==> config.mk <==
export PLATFORM = sky130hd
export DESIGN_NAME = host_port
export DESIGN_NICKNAME = d
export VERILOG_FILES = /design/src/common/noc_pkg.sv /design/src/common/alu_pkg.sv /design/src/verilog/host_port.sv
export SDC_FILE = /design/constraint.sdc
export NUM_CORES = 1
export LEC_CHECK = 0
export BUFFER_PORTS_ARGS = -buffer_cell sky130_fd_sc_hd__buf_4
export CAP_MARGIN = 20
export CORE_AREA = 10 10 183 185
export CTS_CLUSTER_SIZE = 8
export DETAILED_ROUTE_END_ITERATION = 12
export DIE_AREA = 0 0 193 195
export SLEW_MARGIN = 5
export SYNTH_ARGS = -nofsm -noshare
export SYNTH_HDL_FRONTEND = slang
export SYNTH_SLANG_ARGS = --single-unit
==> constraint.sdc <==
create_clock -name clk -period 14.23 [get_ports clk]
set_input_delay 2.846 -clock clk [delete_from_list [all_inputs] [get_ports clk]]
set_output_delay 2.846 -clock clk [all_outputs]
set_load 0.02 [all_outputs]
==> src/common/noc_pkg.sv <==
/* Mesh geometry, port indices, credit width and the flit layout of the ALU tile network */
package noc_pkg;

    localparam int mesh_dim = 3;
    localparam int data_w = 64;
    // Tag space also bounds the number of requests in flight
    localparam int tag_w = 3;
    // Credit counters hold any fifo_depth up to 15
    localparam int cred_w = 4;

    typedef logic [1:0] coord_t;

    typedef enum logic [2:0] {
        dir_north = 3'd0,
        dir_east  = 3'd1,
        dir_south = 3'd2,
        dir_west  = 3'd3,
        dir_local = 3'd4
    } dir_e;

    // --------------------
    // Flit layout

    typedef struct packed {
        logic [3:0]       rsvd;
        logic             resp;
        logic [tag_w-1:0] tag;
        coord_t           dst_x;
        coord_t           dst_y;
        logic [3:0]       op;
    } flit_hdr_t;

    // Requests carry two operands, responses a result in the upper half
    typedef union packed {
        struct packed {
            logic [data_w-1:0] a;
            logic [data_w-1:0] b;
        } opnd;
        struct packed {
            logic [data_w-1:0] result;
            logic [data_w-1:0] unused;
        } res;
    } flit_payload_u;

    typedef struct packed {
        flit_hdr_t     hdr;
        flit_payload_u pl;
    } flit_t;

endpackage

==> src/common/alu_pkg.sv <==
/* ALU operation codes, mode to tile mapping and the operation function */
package alu_pkg;

    typedef enum logic [3:0] {
        op_add  = 4'd0,
        op_sub  = 4'd1,
        op_and  = 4'd2,
        op_or   = 4'd3,
        op_xor  = 4'd4,
        op_mul  = 4'd5,
        op_shl  = 4'd6,
        op_shr  = 4'd7,
        op_minu = 4'd8
    } alu_op_e;

    localparam int op_max = 8;

    // Column and row of the tile that serves an op
    function automatic noc_pkg::coord_t op_tile_x(input alu_op_e op);
        return noc_pkg::coord_t'(int'(op) % noc_pkg::mesh_dim);
    endfunction

    function automatic noc_pkg::coord_t op_tile_y(input alu_op_e op);
        return noc_pkg::coord_t'(int'(op) / noc_pkg::mesh_dim);
    endfunction

    function automatic logic [noc_pkg::data_w-1:0] alu_apply(
        input alu_op_e                    op,
        input logic [noc_pkg::data_w-1:0] a,
        input logic [noc_pkg::data_w-1:0] b
    );
        case (op)
            op_add:  return a + b;
            op_sub:  return a - b;
            op_and:  return a & b;
            op_or:   return a | b;
            op_xor:  return a ^ b;
            op_mul:  return a * b;
            op_shl:  return a << b[5:0];
            op_shr:  return a >> b[5:0];
            op_minu: return (a < b) ? a : b;
            default: return '0;
        endcase
    endfunction

endpackage

==> src/verilog/host_port.sv <==
/* Host side of the mesh: request injection with tags and credits, response capture */
`timescale 1ns/1ps

module host_port #(
    parameter int fifo_depth = 2
) (
    input  logic                          clk,
    input  logic                          arst_n,
    input  logic                          req_valid,
    output logic                          req_ready,
    input  logic [noc_pkg::data_w-1:0]    a,
    input  logic [noc_pkg::data_w-1:0]    b,
    input  alu_pkg::alu_op_e              mode,
    output logic                          inj_valid,
    output noc_pkg::flit_t                inj_flit,
    input  logic                          inj_credit,
    input  logic                          ej_valid,
    input  noc_pkg::flit_t                ej_flit,
    output logic                          ej_credit,
    output logic [noc_pkg::data_w-1:0]    result,
    output logic [noc_pkg::tag_w-1:0]     result_tag,
    output logic                          result_valid
);
    import noc_pkg::*;
    import alu_pkg::*;

    localparam int max_out = 2 ** tag_w;

    logic [tag_w-1:0]  tag_q;
    logic [tag_w:0]    out_cnt_q;
    logic [cred_w-1:0] cred_q;
    logic              accept;
    flit_t             req_flit;

    // Ready while a tag is free and the origin's west input FIFO has room
    assign req_ready = (out_cnt_q != (tag_w + 1)'(max_out)) && (cred_q != '0);
    assign accept    = req_valid && req_ready;

    always_comb begin
        req_flit           = '0;
        req_flit.hdr.tag   = tag_q;
        req_flit.hdr.dst_x = op_tile_x(mode);
        req_flit.hdr.dst_y = op_tile_y(mode);
        req_flit.hdr.op    = mode;
        req_flit.pl.opnd.a = a;
        req_flit.pl.opnd.b = b;
    end

    always_ff @(posedge clk or negedge arst_n) begin
        if (!arst_n) begin
            inj_valid    <= 1'b0;
            tag_q        <= '0;
            out_cnt_q    <= '0;
            cred_q       <= cred_w'(fifo_depth);
            result_valid <= 1'b0;
        end else begin
            inj_valid <= accept;
            if (accept) begin
                tag_q <= tag_q + 1'b1;
            end
            out_cnt_q    <= out_cnt_q + (tag_w + 1)'(accept) - (tag_w + 1)'(result_valid);
            cred_q       <= cred_q - cred_w'(accept) + cred_w'(inj_credit);
            result_valid <= ej_valid;
        end
    end

    always_ff @(posedge clk) begin
        if (accept) begin
            inj_flit <= req_flit;
        end
        if (ej_valid) begin
            result     <= ej_flit.pl.res.result;
            result_tag <= ej_flit.hdr.tag;
        end
    end

    // Responses are always taken and free their slot at once
    assign ej_credit = ej_valid;

    a_mode_legal: assert property (@(posedge clk) disable iff (!arst_n)
        req_valid |-> mode <= op_max);

    a_ej_resp: assert property (@(posedge clk) disable iff (!arst_n)
        ej_valid |-> ej_flit.hdr.resp);

endmodule

; Word level (Yosys, flattened, before mapping)
; Cells that the tools add are included.
[classes]
addsub = 5
eq_ne = 1
reduce_logical = 3
n_div = 2
[ops]
columns = operator, count
row1 = "5-bit by 3-bit divider with 32-bit output, second input constant", 1
row2 = "5-bit by 3-bit modulo with 32-bit output, second input constant", 1
row3 = 4-bit by 1-bit adder with 4-bit output, 2
row4 = 4-bit by 1-bit subtractor with 4-bit output, 2
row5 = "4-bit inequality test, second input constant", 1
row6 = 4-bit nonzero test, 1
row7 = "3-bit by 1-bit adder with 3-bit output, second input constant", 1
row8 = 1-bit logical AND, 2
[word_totals]
ff_bits = 219
elab_cells = 23
out_inout_bits = 215

; Depth between registers and ports, before layout
; Gate-level depths: netlist of run 1.
[logic_depth]
ltp_word = 5
depth_mapped = 11
mapped_depth_nobuf = 11

; Least setup slack after synthesis of run 1
; Ideal clock, no wire load.
[synth_path]
kind = input to register
startpoint = input req_valid
endpoint = register cred_q[2]
required_time_ps = 14107
stages = 8
path_slack_ps = 7041
setup_ps = 123
arrival_time_ps = 7067
cell_sequence = nand2_1 inv_1 ha_1 inv_1 ha_1 inv_1 fa_1 xnor2_1
[synth_via]
elab_chain_len = 3
[synth_rtl]
columns = element, line_no
row1 = from (decl), host_port.sv:9  ; input logic req_valid,
row2 = 1-bit logical AND, host_port.sv:37  ; assign accept = req_valid && req_ready;
row3 = net accept, host_port.sv:32  ; logic accept;
row4 = 4-bit by 1-bit subtractor with 4-bit output, host_port.sv:62  ; cred_q <= cred_q - cred_w'(accept) + cred_w'(inj_credit);
row5 = 4-bit by 1-bit adder with 4-bit output, host_port.sv:62
row6 = to (signal assigned), host_port.sv:54  ; cred_q <= cred_w'(fifo_depth);
row7 = to (signal assigned), host_port.sv:62
row8 = to (decl), host_port.sv:31  ; logic [cred_w-1:0] cred_q;
; The timed path passes the listed nets, and every way through them passes these cells.
; A chain may end at the register's enable or synchronous reset.

; Worst setup path in the final report of run 1
[layout_path]
startpoint = input ej_valid
endpoint = output ej_credit
[layout_lines]
columns = element, line_no
row1 = from (decl), host_port.sv:17  ; input logic ej_valid,
row2 = to (decl), host_port.sv:19  ; output logic ej_credit,
; No word-level cell between the ends.

==> summary.txt, run 1 <==
Outcome
  – Outcome: finished clean

Detailed routing
  – DR vias/cell: ~3.8
  – Final wirelength: 24.1 mm
  – Final ANT Viol Nets: 0
  – DRC: 0
  – WL/cell: 20.7 µm
  – Via count: 4,397
  – Drt pass-1 iters: 4
  – Violation count after the first detailed-route iteration: 223

Job
  – Max Cap Violations: 0

Logic synthesis
  – Distinct cells, synth: 31
  – Proportion of netlist area held by the largest area contributor: 86.7%
  – Syn Inst Count: 297
  – Top cells by area, synth: edfxtp_1 87%, dfrtp_1 4.2%, ha_1 2.6%
  – Synthesized area per cell: 24.0 µm²
  – Cell taking the most area after synthesis: edfxtp_1
  – Synth Register Bits: about 220
  – Dominant synthesized flop cell: edfxtp_1
  – Post-synth ARST share: 5.94%
  – Synth warnings: 0
  – Synthesized area: about 7000 µm²
  – Post-synthesis sequential area ratio: roughly nine tenths
  – EDFF count, synth: 206

Clock tree
  – Clk slew on worst S/H paths: approximately 0.050 ns
  – CTS Hold Bufs: 0
  – Num CTS Buffers: 31
  – Clk root buf: clkbuf_16
  – Postcts setup bufs: 0
  – CTS max path bufs: 3
  – Clock insertion delay at the later pin of the skew report: 0.53 ns
  – H-tree levels: 1
  – Clock sink total: 219
  – CTS resizes: 0
  – CTS tree: built

Worst setup path
  – Critical path's top delay family: buffers and inverters
  – CP endpoint kind: output pin
  – Crit path max-delay cell type: buf_4
  – WS Path Type: primary input to output pin
  – CP Launch Type: primary input
  – Crit-path cells: buf_4, buf_4
  – Crit path DAT: 3.83 ns
  – Worst path required time: 11.38 ns
  – Most common cell on crit path: buf_4
  – Crit-path max cell delay: 0.65 ns
  – CP Buf/Inv Count: 2
  – Worst Path Max Fanout: 69

Final layout
  – Layout cell share with drive strength beyond 1: 59.3%
  – N_diodes: 0
  – Multi-input logic area: 518 µm²
  – Fillers: between 2,000 and 3,000
  – Area Growth Syn to Fin: 62.4%
  – Register Area: between 6000 and 7000 µm²
  – Final Util: around two fifths
  – # nets final: 1,039
  – Post-Layout Inst Area: roughly 12,000 µm²
  – Post-Layout Cell Count: 1,161

Hold path
  – Worst min-delay path class: flip-flop to flip-flop

Die
  – Chip height: 195 µm
  – Die X: 193 µm
  – IO Count: between 400 and 500
  – Std-Cell Rows: 64
  – Die area: 37,600 µm²
  – Core area: between 30,000 and 40,000 µm²
  – Effective utilization at floorplan: 23.8%

Global route
  – Grt ovf: 0
  – Vias in the first global route: 4,639
  – First-pass GRT wire length: 32.3 mm
  – Total GRT Usage: 11.7%
  – Antenna violations before repair: 0
  – Largest net degree at the start of global routing: 73

STA
  – Hold slack final: 0.469 ns
  – Setup ws final: approximately 7.5 ns
  – Fin. max-slew vios: 0
  – Setup Total Neg Slack: 0 ns
  – RSZ-0062 raised after global routing: false
  – Tcrit/Tclk final: a little under half
  – Clk_skew: between 0.01 and 0.015 ns
  – Max Fclk: 150 MHz
  – Final Hold Viols: 0
  – Final Setup Violations: 0
  – Worst-margin pin slew: 0.940 ns
  – Rel. slew slack: 37.4%
  – Min Tclk post-route: 6.68 ns

Placed design
  – DP Wirelength: 19.2 mm
  – Inst Count DP: 1,104
  – Placed Area: 10,700 µm²
  – Worst slack, placed: 7.55 ns
  – PortBufs: 413
  – Global placer's final weighted congestion: 0.829

Power
  – Sw power: 554 µW
  – Clock Power Share: approximately a third
  – Sw Share: 27.9%
  – Part of the power in registers: approximately 44%
  – Comb power frac: 22.5%
  – VDD IR max: 0.110 mV
  – Cell Pwr Density: 172 nW/µm²
  – Internal: 1.44 mW
  – Tot Pwr: just under 2 mW
  – P_leak: ~5 nW
-- flip-flops by register name, indices dropped and copies added, names as in the netlist --
name	count
cred_q	4
tag_q	3
result	64
inj_valid	1
result_tag	3
result_valid	1
out_cnt_q	4
inj_flit	139
-- routing by layer --
| layer | vias up | share of wire (%) | GRT usage [%] |
|---|---|---|---|
| met5 | - | 0 | 0 |
| met4 | 0 | 2.0 | 3.39 |
| met3 | 40 | 11 | 3.96 |
| met2 | 217 | 53 | 21.8 |
| met1 | 2115 | 34 | 11.9 |
| li1 | 2025 | - | - |
-- worst paths after layout --
path	start	end	slack, ns	depth (start not counted)
setup / recovery	ej_valid	ej_credit	7.55	2
hold / removal	tag_q[2]$_DFFE_PN0P_	tag_q[2]$_DFFE_PN0P_	0.47	1
setup reg to reg	cred_q[1]$_DFF_PN1_	inj_flit[22]$_DFFE_PP_	11.20	5
hold reg to reg	tag_q[2]$_DFFE_PN0P_	tag_q[2]$_DFFE_PN0P_	0.47	1
max in group asynchronous	arst_n	cred_q[1]$_DFF_PN1_	11.84	1
min in group asynchronous	arst_n	tag_q[0]$_DFFE_PN0P_	2.15	1
-- logic make-up (layout without fill, tap and decap cells) --
group | Yosys count | after routing | share of synthesized area, %
multiplexers | 2 | 2 | 0.368
XOR/XNOR | 7 | 7 | 0.860
buffers and inverters | 25 | 489 | 1.65
AND/OR/NAND/NOR | 14 | 14 | 1.19
AO/OA/AOI/OAI | 12 | 12 | 1.39
other | 1 | 5 | 0.0526
adder cells (fa/ha/maj) | 17 | 17 | 3.19
flip-flops | 219 | 219 | 91.3
-- cell type report --
class | count | area share, %
Sequential cell | 219 | 56.2
Timing Repair Buffer | 414 | 26.8
Clock buffer | 56 | 7.51
Multi-Input combinational cell | 57 | 4.47
Tap cell | 396 | 4.28
Inverter | 18 | 0.627
Clock inverter | 1 | 0.0432
-- cell usage after synthesis, types with 2 or more instances --
cell type,instances
xnor2_1,6
a21o_1,2
inv_1,18
edfxtp_1,206
buf_4,6
nor2_1,2
fa_1,2
nand2_1,4
a21oi_1,2
o21ai_0,2
dfrtp_1,12
ha_1,15
nand3_1,2
-- power by group through the flow --
| stage | Clock [mW] | Sequential [mW] | Combinational [mW] |
|---|---|---|---|
| after detailed placement | 0 | 0.896 | 0.459 |
| final | 0.660 | 0.883 | 0.447 |
| after global routing | 0.711 | 0.894 | 0.483 |
| after CTS | 0.682 | 0.885 | 0.459 |
| after floorplan | 0 | 1.01 | 0.111 |
| after global placement | 0 | 0.893 | 0.454 |
-- placed cells by master (no fill, tap or decap), types with 2 or more instances in the layout --
master / instances
a21o_1: 2
a21oi_1: 2
buf_4: 414
clkbuf_1: 25
clkbuf_16: 31
conb_1: 5
dfrtp_1: 12
edfxtp_1: 206
fa_1: 2
ha_1: 15
inv_1: 17
nand2_1: 4
nand3_1: 2
nor2_1: 2
o21ai_0: 2
xnor2_1: 6
No activity file was read; power rests on OpenSTA's default activity.
==> run 2: changes to the inputs <==
--- a/config.mk
+++ b/config.mk
@@ -7,10 +7,10 @@
 export LEC_CHECK = 0
 export BUFFER_PORTS_ARGS = -buffer_cell sky130_fd_sc_hd__buf_4
 export CAP_MARGIN = 20
-export CORE_AREA = 10 10 183 185
+export CORE_AREA = 10 10 184 186
 export CTS_CLUSTER_SIZE = 8
 export DETAILED_ROUTE_END_ITERATION = 12
-export DIE_AREA = 0 0 193 195
+export DIE_AREA = 0 0 194 196
 export SLEW_MARGIN = 5
 export SYNTH_ARGS = -nofsm -noshare
 export SYNTH_HDL_FRONTEND = slang
==> constraint.sdc (replaced) <==
create_clock -name clk -period 6.6 [get_ports clk]
set_input_delay 1.32 -clock clk [delete_from_list [all_inputs] [get_ports clk]]
set_output_delay 1.32 -clock clk [all_outputs]
set_load 0.02 [all_outputs]
==> run 2 against run 1 <==
Clock skew up 0.0039 ns; worst setup slack worse by 4.6 ns; largest power group unchanged; register-to-register slack worse by 7.6 ns; sequential share of layout area up 0.17 points; final area down 0.30%; total power up 110%; sequential cell count unchanged; highest routed layer unchanged; routed wire length down 3.5%.
==> summary.txt, run 2 (synthesized netlist as in run 1, its figures left out) <==
Worst setup path
  – CP endpoint kind: output pin
  – WS Path Type: primary input to output pin
  – Worst path required time: 5.28 ns (-6.10 ns)
  – Crit-path cells: buf_4, buf_4
  – FF-to-FF setup slack: 3.61 ns (-7.59 ns)
  – Worst Path Max Fanout: 69 (unchanged)
  – Stages on worst setup path: 2 (unchanged)
  – Reg-to-Reg End: inj_flit[89]$_DFFE_PP_
  – Most common cell on crit path: buf_4
  – CP Launch Type: primary input
  – Crit-path max cell delay: 0.63 ns (-0.02 ns)
  – RR Startpoint: cred_q[1]$_DFF_PN1_
  – Crit path max-delay cell type: buf_4
  – Critical path's top delay family: buffers and inverters
  – Reg2Reg Depth: 5 (unchanged)
  – CP Buf/Inv Count: 2 (unchanged)
  – Crit path DAT: 2.28 ns (-1.55 ns)

STA
  – Fin. max-slew vios: 0 (unchanged)
  – Worst-margin pin slew: 0.864 ns (-0.0758 ns)
  – Final Hold Viols: 0 (unchanged)
  – RSZ-0062 raised after global routing: false
  – Clk_skew: 0.0151 ns (+0.00393 ns)
  – Setup Total Neg Slack: 0 ns (unchanged)
  – Final Setup Violations: 0 (unchanged)
  – Rel. slew slack: 42.4% (+5.1 points)
  – Min Tclk post-route: 3.60 ns
  – Tcrit/Tclk final: 54.6%
  – Max Fclk: 278 MHz

Clock tree
  – Clock insertion delay at the later pin of the skew report: 0.53 ns (about the same)
  – Clock sink total: 219 (unchanged)
  – Num CTS Buffers: 31 (unchanged)
  – CTS max path bufs: 3 (unchanged)
  – H-tree levels: 1 (unchanged)
  – Clk slew on worst S/H paths: 0.05 ns (about the same)
  – CTS tree: built
  – Postcts setup bufs: 0 (unchanged)
  – CTS Hold Bufs: 0 (unchanged)
  – Clk root buf: clkbuf_16
  – CTS resizes: 0 (unchanged)

Global route
  – Vias in the first global route: 4,939 (+6.5%)
  – Total GRT Usage: 11.4% (-0.24 points)
  – Antenna violations before repair: 0 (unchanged)
  – Largest net degree at the start of global routing: 73 (unchanged)
  – Grt ovf: 0 (unchanged)
  – First-pass GRT wire length: 33.6 mm (+3.9%)

Die
  – Std-Cell Rows: 64 (unchanged)
  – Chip height: 196 µm (+0.51%)
  – Core area: 30,300 µm² (+0.80%)
  – Effective utilization at floorplan: 23.6% (-0.19 points)
  – IO Count: 496 (unchanged)
  – Die X: 194 µm (+0.52%)
  – Die area: 38,000 µm² (+1.0%)

Final layout
  – Final Util: 38.1% (-0.42 points)
  – Post-Layout Inst Area: 11,500 µm² (-0.30%)
  – # nets final: 1,039 (unchanged)
  – Post-Layout Cell Count: 1,149 (-1.0%)
  – Biggest register: inj_flit
  – Commonest cells after routing, fill and taps aside: 414 x buf_4, 206 x edfxtp_1, 31 x clkbuf_16
  – Most common cell after layout, fill and taps aside: buf_4
  – N_diodes: 0 (unchanged)
  – Largest register FFs: 139 (unchanged)
  – Largest regs: inj_flit: 139 flops, result: 64 flops
  – Area Growth Syn to Fin: 61.9%
  – Layout cell share with drive strength beyond 1: 60.4% (+1.1 points)

Power
  – Tot Pwr: 4.25 mW (+110%)
  – Cell Pwr Density: 368 nW/µm² (+110%)
  – P_leak: 4.88 nW (-0.17%)
  – VDD IR max: 0.194 mV (+75%)

Detailed routing
  – DRC: 0 (unchanged)
  – Violation count after the first detailed-route iteration: 147 (-34%)
  – Via count: 4,473 (+1.7%)
  – Final wirelength: 23.3 mm (-3.5%)
  – WL/cell: 20.2 µm (-2.5%)
  – Final ANT Viol Nets: 0 (unchanged)
  – DR vias/cell: 3.89 (+2.8%)
  – Drt pass-1 iters: 4 (unchanged)

Outcome
  – Outcome: finished clean

Placed design
  – Inst Count DP: 1,104 (unchanged)
  – DP Wirelength: 18.4 mm (-4.4%)
  – PortBufs: 413 (unchanged)
  – Global placer's final weighted congestion: 0.742 (-10%)
  – Placed Area: 10,700 µm² (unchanged)

Hold path
  – Worst min-delay path class: flip-flop to flip-flop
  – Worst Hold Depth: 1 (unchanged)
  – HP Start: tag_q[2]$_DFFE_PN0P_
  – Hold EP: tag_q[2]$_DFFE_PN0P_

Job
  – Max Cap Violations: 0 (unchanged)
## run 2: cell count changes in the layout (fill, tap and decap cells not counted)
cell	previous run	this run
clkbuf_1	25	12
clkbuf_8	0	1
## run 2: routing by layer
metal | wire length [µm] | part of all wire, % | vias to the layer above | GRT usage, %
met5 | 0 | 0 | - | 0
met4 | 431 | 1.9 | 0 | 2.94
met3 | 3400 | 15 | 34 | 6.89
met2 | 10500 | 45 | 336 | 17.8
met1 | 8940 | 38 | 2085 | 13.1
li1 | - | - | 2018 | -
## run 2: through the flow
step                worst slack [ns]  hold slack (ns)
finish                          3.00            0.465
global route                    2.90            0.484
CTS                             2.98            0.469
detailed placement              2.98            0.463
global placement                2.99            0.457
floorplan                      0.937            0.441
## run 2: cell type report
type,count,area [µm²]
multi-input combinational,57,518
inverter,18,72.6
clock buffer,44,835
clock inverter,1,5.00
sequential,219,6510
timing repair buffer,414,3110
tap,396,495
fill,2826,18700
## run 2: power breakdown
group	internal, mW	switching (mW)
combinational	0.398	0.560
clock	0.853	0.535
sequential	1.82	0.0783
## run 2: worst max path at each step
stage | to | slack, ns | startpoint
2_1_floorplan | cred_q[2]$_DFF_PN0_ | 0.94 | req_valid
3_3_place_gp | ej_credit | 2.99 | ej_valid
3_5_place_dp | ej_credit | 2.98 | ej_valid
4_1_cts | ej_credit | 2.98 | ej_valid
5_1_grt | ej_credit | 2.90 | ej_valid
6_report | ej_credit | 3.00 | ej_valid
==> run 3: changes to the inputs <==
--- a/config.mk
+++ b/config.mk
@@ -7,10 +7,10 @@
 export LEC_CHECK = 0
 export BUFFER_PORTS_ARGS = -buffer_cell sky130_fd_sc_hd__buf_4
 export CAP_MARGIN = 20
-export CORE_AREA = 10 10 184 186
+export CORE_AREA = 10 10 182 184
 export CTS_CLUSTER_SIZE = 8
 export DETAILED_ROUTE_END_ITERATION = 12
-export DIE_AREA = 0 0 194 196
+export DIE_AREA = 0 0 192 194
 export SLEW_MARGIN = 5
 export SYNTH_ARGS = -nofsm -noshare
 export SYNTH_HDL_FRONTEND = slang
==> constraint.sdc (replaced) <==
create_clock -name clk -period 3.1 [get_ports clk]
set_input_delay 0.62 -clock clk [delete_from_list [all_inputs] [get_ports clk]]
set_output_delay 0.62 -clock clk [all_outputs]
set_load 0.02 [all_outputs]
==> run 3 against run 2 <==
Final area grew 0.75%; largest power group unchanged; routed wire length grew 1.1%; total power grew 120%; worst setup slack lost 2.2 ns; die area shrank 2.0%; non-clock buffer count grew 2; critical path depth grew 8; highest routed layer is now met5; first-iteration DRC count grew 35%.
==> summary.txt, run 3 (synthesized netlist as in run 1, its figures left out) <==
Placed design
  – DP Wirelength: 18.4 mm (-0.10%)
  – Inst Count DP: 1,099 (-0.45%)
  – PortBufs: 413 (unchanged)
  – Global placer's final weighted congestion: 0.755 (+1.7%)
  – Placed Area: 10,700 µm² (+0.36%)

Worst setup path
  – Crit path DAT: 2.68 ns (+0.40 ns)
  – CP Launch Type: flip-flop
  – Worst path required time: 3.51 ns (-1.77 ns)
  – WS Path Type: flip-flop to flip-flop
  – RR Startpoint: cred_q[1]$_DFF_PN1_
  – Reg-to-Reg End: cred_q[2]$_DFF_PN0_
  – FF-to-FF setup slack: 0.83 ns (-2.78 ns)
  – Reg2Reg Depth: 10 (+5)
  – CP endpoint kind: flip-flop
  – Worst Path Max Fanout: 4 (-94%)

STA
  – RSZ-0062 raised after global routing: false
  – Tcrit/Tclk final: 73.2%
  – Rel. slew slack: 43.4% (+0.98 points)
  – Max Fclk: between 400 and 500 MHz
  – Fin. max-slew vios: 0 (unchanged)
  – Worst-margin pin slew: 0.849 ns (-0.0147 ns)
  – Final Hold Viols: 0 (unchanged)
  – Hold slack final: 0.258 ns (-0.207 ns)
  – Min Tclk post-route: 2.27 ns
  – Final Setup Violations: 0 (unchanged)
  – Clk_skew: 0.0142 ns (-0.000878 ns)

Power
  – VDD IR max: 0.676 mV (+250%)
  – Cell Pwr Density: 788 nW/µm² (+110%)
  – Tot Pwr: 9.17 mW (+120%)
  – P_leak: 4.89 nW (+0.27%)

Hold path
  – HP Start: a[42]
  – Hold EP: inj_flit[106]$_DFFE_PP_
  – Worst min-delay path class: primary input to flip-flop
  – Worst Hold Depth: 1 (unchanged)

Clock tree
  – Postcts setup bufs: 0 (unchanged)
  – H-tree levels: 1 (unchanged)
  – Clk slew on worst S/H paths: 0.06 ns (about the same)
  – CTS max path bufs: 3 (unchanged)
  – CTS tree: built
  – Clk root buf: clkbuf_16
  – Num CTS Buffers: 31 (unchanged)
  – Clock sink total: 219 (unchanged)
  – Clock insertion delay at the later pin of the skew report: 0.54 ns (about the same)

Detailed routing
  – DR vias/cell: 3.81 (-2.2%)
  – Final wirelength: 23.5 mm (+1.1%)
  – Violation count after the first detailed-route iteration: 199 (+35%)
  – Final ANT Viol Nets: 0 (unchanged)
  – Via count: 4,406 (-1.5%)
  – Drt pass-1 iters: 4 (unchanged)
  – DRC: 0 (unchanged)
  – WL/cell: 20.3 µm (+0.40%)

Final layout
  – N_diodes: 0 (unchanged)
  – Largest regs: inj_flit: 139 flops, result: 64 flops
  – Post-Layout Inst Area: 11,600 µm² (+0.75%)
  – Commonest cells after routing, fill and taps aside: 414 x buf_4, 206 x edfxtp_1, 31 x clkbuf_16
  – Area Growth Syn to Fin: 63.1%
  – Most common cell after layout, fill and taps aside: buf_4
  – Final Util: 39.6% (+1.4 points)
  – # nets final: 1,041 (+0.19%)
  – Post-Layout Cell Count: 1,157 (+0.70%)
  – Layout cell share with drive strength beyond 1: 59.8% (-0.58 points)
  – Biggest register: inj_flit
  – Largest register FFs: 139 (unchanged)

Global route
  – Grt ovf: 0 (unchanged)
  – Total GRT Usage: 11.7% (+0.25 points)
  – GR Util met1: 11.7% (-1.4 points)
  – First-pass GRT wire length: 32.4 mm (-3.5%)
  – GR Util met3: 4.73% (-2.2 points)
  – Largest net degree at the start of global routing: 141 (+93%)
  – Met2 usage: 21.4% (+3.6 points)
  – Antenna violations before repair: 1 (+1)
  – Vias in the first global route: 4,643 (-6.0%)
  – GRT Max-Usage Layer: met2

Die
  – Chip height: 194 µm (-1.0%)
  – IO Count: 496 (unchanged)
  – Die X: 192 µm (-1.0%)
  – Effective utilization at floorplan: 24.3% (+0.69 points)
  – Die area: 37,200 µm² (-2.0%)
  – Std-Cell Rows: 63 (-1.6%)
  – Core area: 29,400 µm² (-2.9%)

Job
  – Max Cap Violations: 0 (unchanged)

Outcome
  – Outcome: finished clean
## run 3: cell count changes in the layout (fill, tap and decap cells not counted), sizes merged
cell / delta
clkbuf: +12
dlygate4sd3: +1
buf: +1
clkinv: -1
inv: -1
clkinvlp: +2
## run 3: final cells by class
type / count / area [µm²]
clock buffers: 56 / 870
fillers: 2726 / 17800
clock inverters: 1 / 7.51
flip-flops and latches: 219 / 6510
repair buffers: 416 / 3140
multi-input cells: 57 / 546
well taps: 390 / 488
inverters: 18 / 71.3
## run 3: power breakdown
part           total [mW]  internal, mW  switching [mW]
clock network        3.02          1.86            1.16
registers            4.04          3.88           0.159
logic                2.10         0.882            1.22
## run 3: layer usage
| metal | vias up | part of all wire [%] |
|---|---|---|
| met2 | 225 | 52 |
| li1 | 2042 | - |
| met4 | 2 | 2.2 |
| met1 | 2104 | 34 |
| met3 | 33 | 11 |
| met5 | - | 0.055 |
## run 3: per-stage QoR
stage,setup TNS [ns],worst slack (ns)
final,0,0.831
after global placement,0,0.571
after global routing,0,0.655
after detailed placement,0,0.528
after floorplan,-39.37,-1.14
after CTS,0,0.798
## run 3: how the worst max path moves through the flow
stage,start,to,slack (ns),cells past startpoint
final,cred_q[1]$_DFF_PN1_,cred_q[2]$_DFF_PN0_,0.83,10
after global routing,cred_q[1]$_DFF_PN1_,cred_q[2]$_DFF_PN0_,0.66,10
after CTS,cred_q[1]$_DFF_PN1_,cred_q[2]$_DFF_PN0_,0.80,10
after detailed placement,mode[3],inj_flit[135]$_DFFE_PP_,0.53,8
after global placement,mode[3],inj_flit[135]$_DFFE_PP_,0.57,8
after floorplan,cred_q[2]$_DFF_PN0_,cred_q[2]$_DFF_PN0_,-1.14,11
## run 3: worst max-delay path, cell delays in order, from the launching register on
cell,delay (ns)
dfstp_2,0.55
inv_1,0.08
a32oi_4,0.26
nand2_2,0.15
clkinvlp_4,0.12
ha_1,0.22
inv_1,0.05
ha_1,0.15
inv_1,0.05
fa_1,0.37
xnor2_1,0.13
## run 3: timing repair
action,4_1_cts,5_1_grt
resized for setup,0,0
hold buffers,1,0
endpoints found under the hold margin,12,0
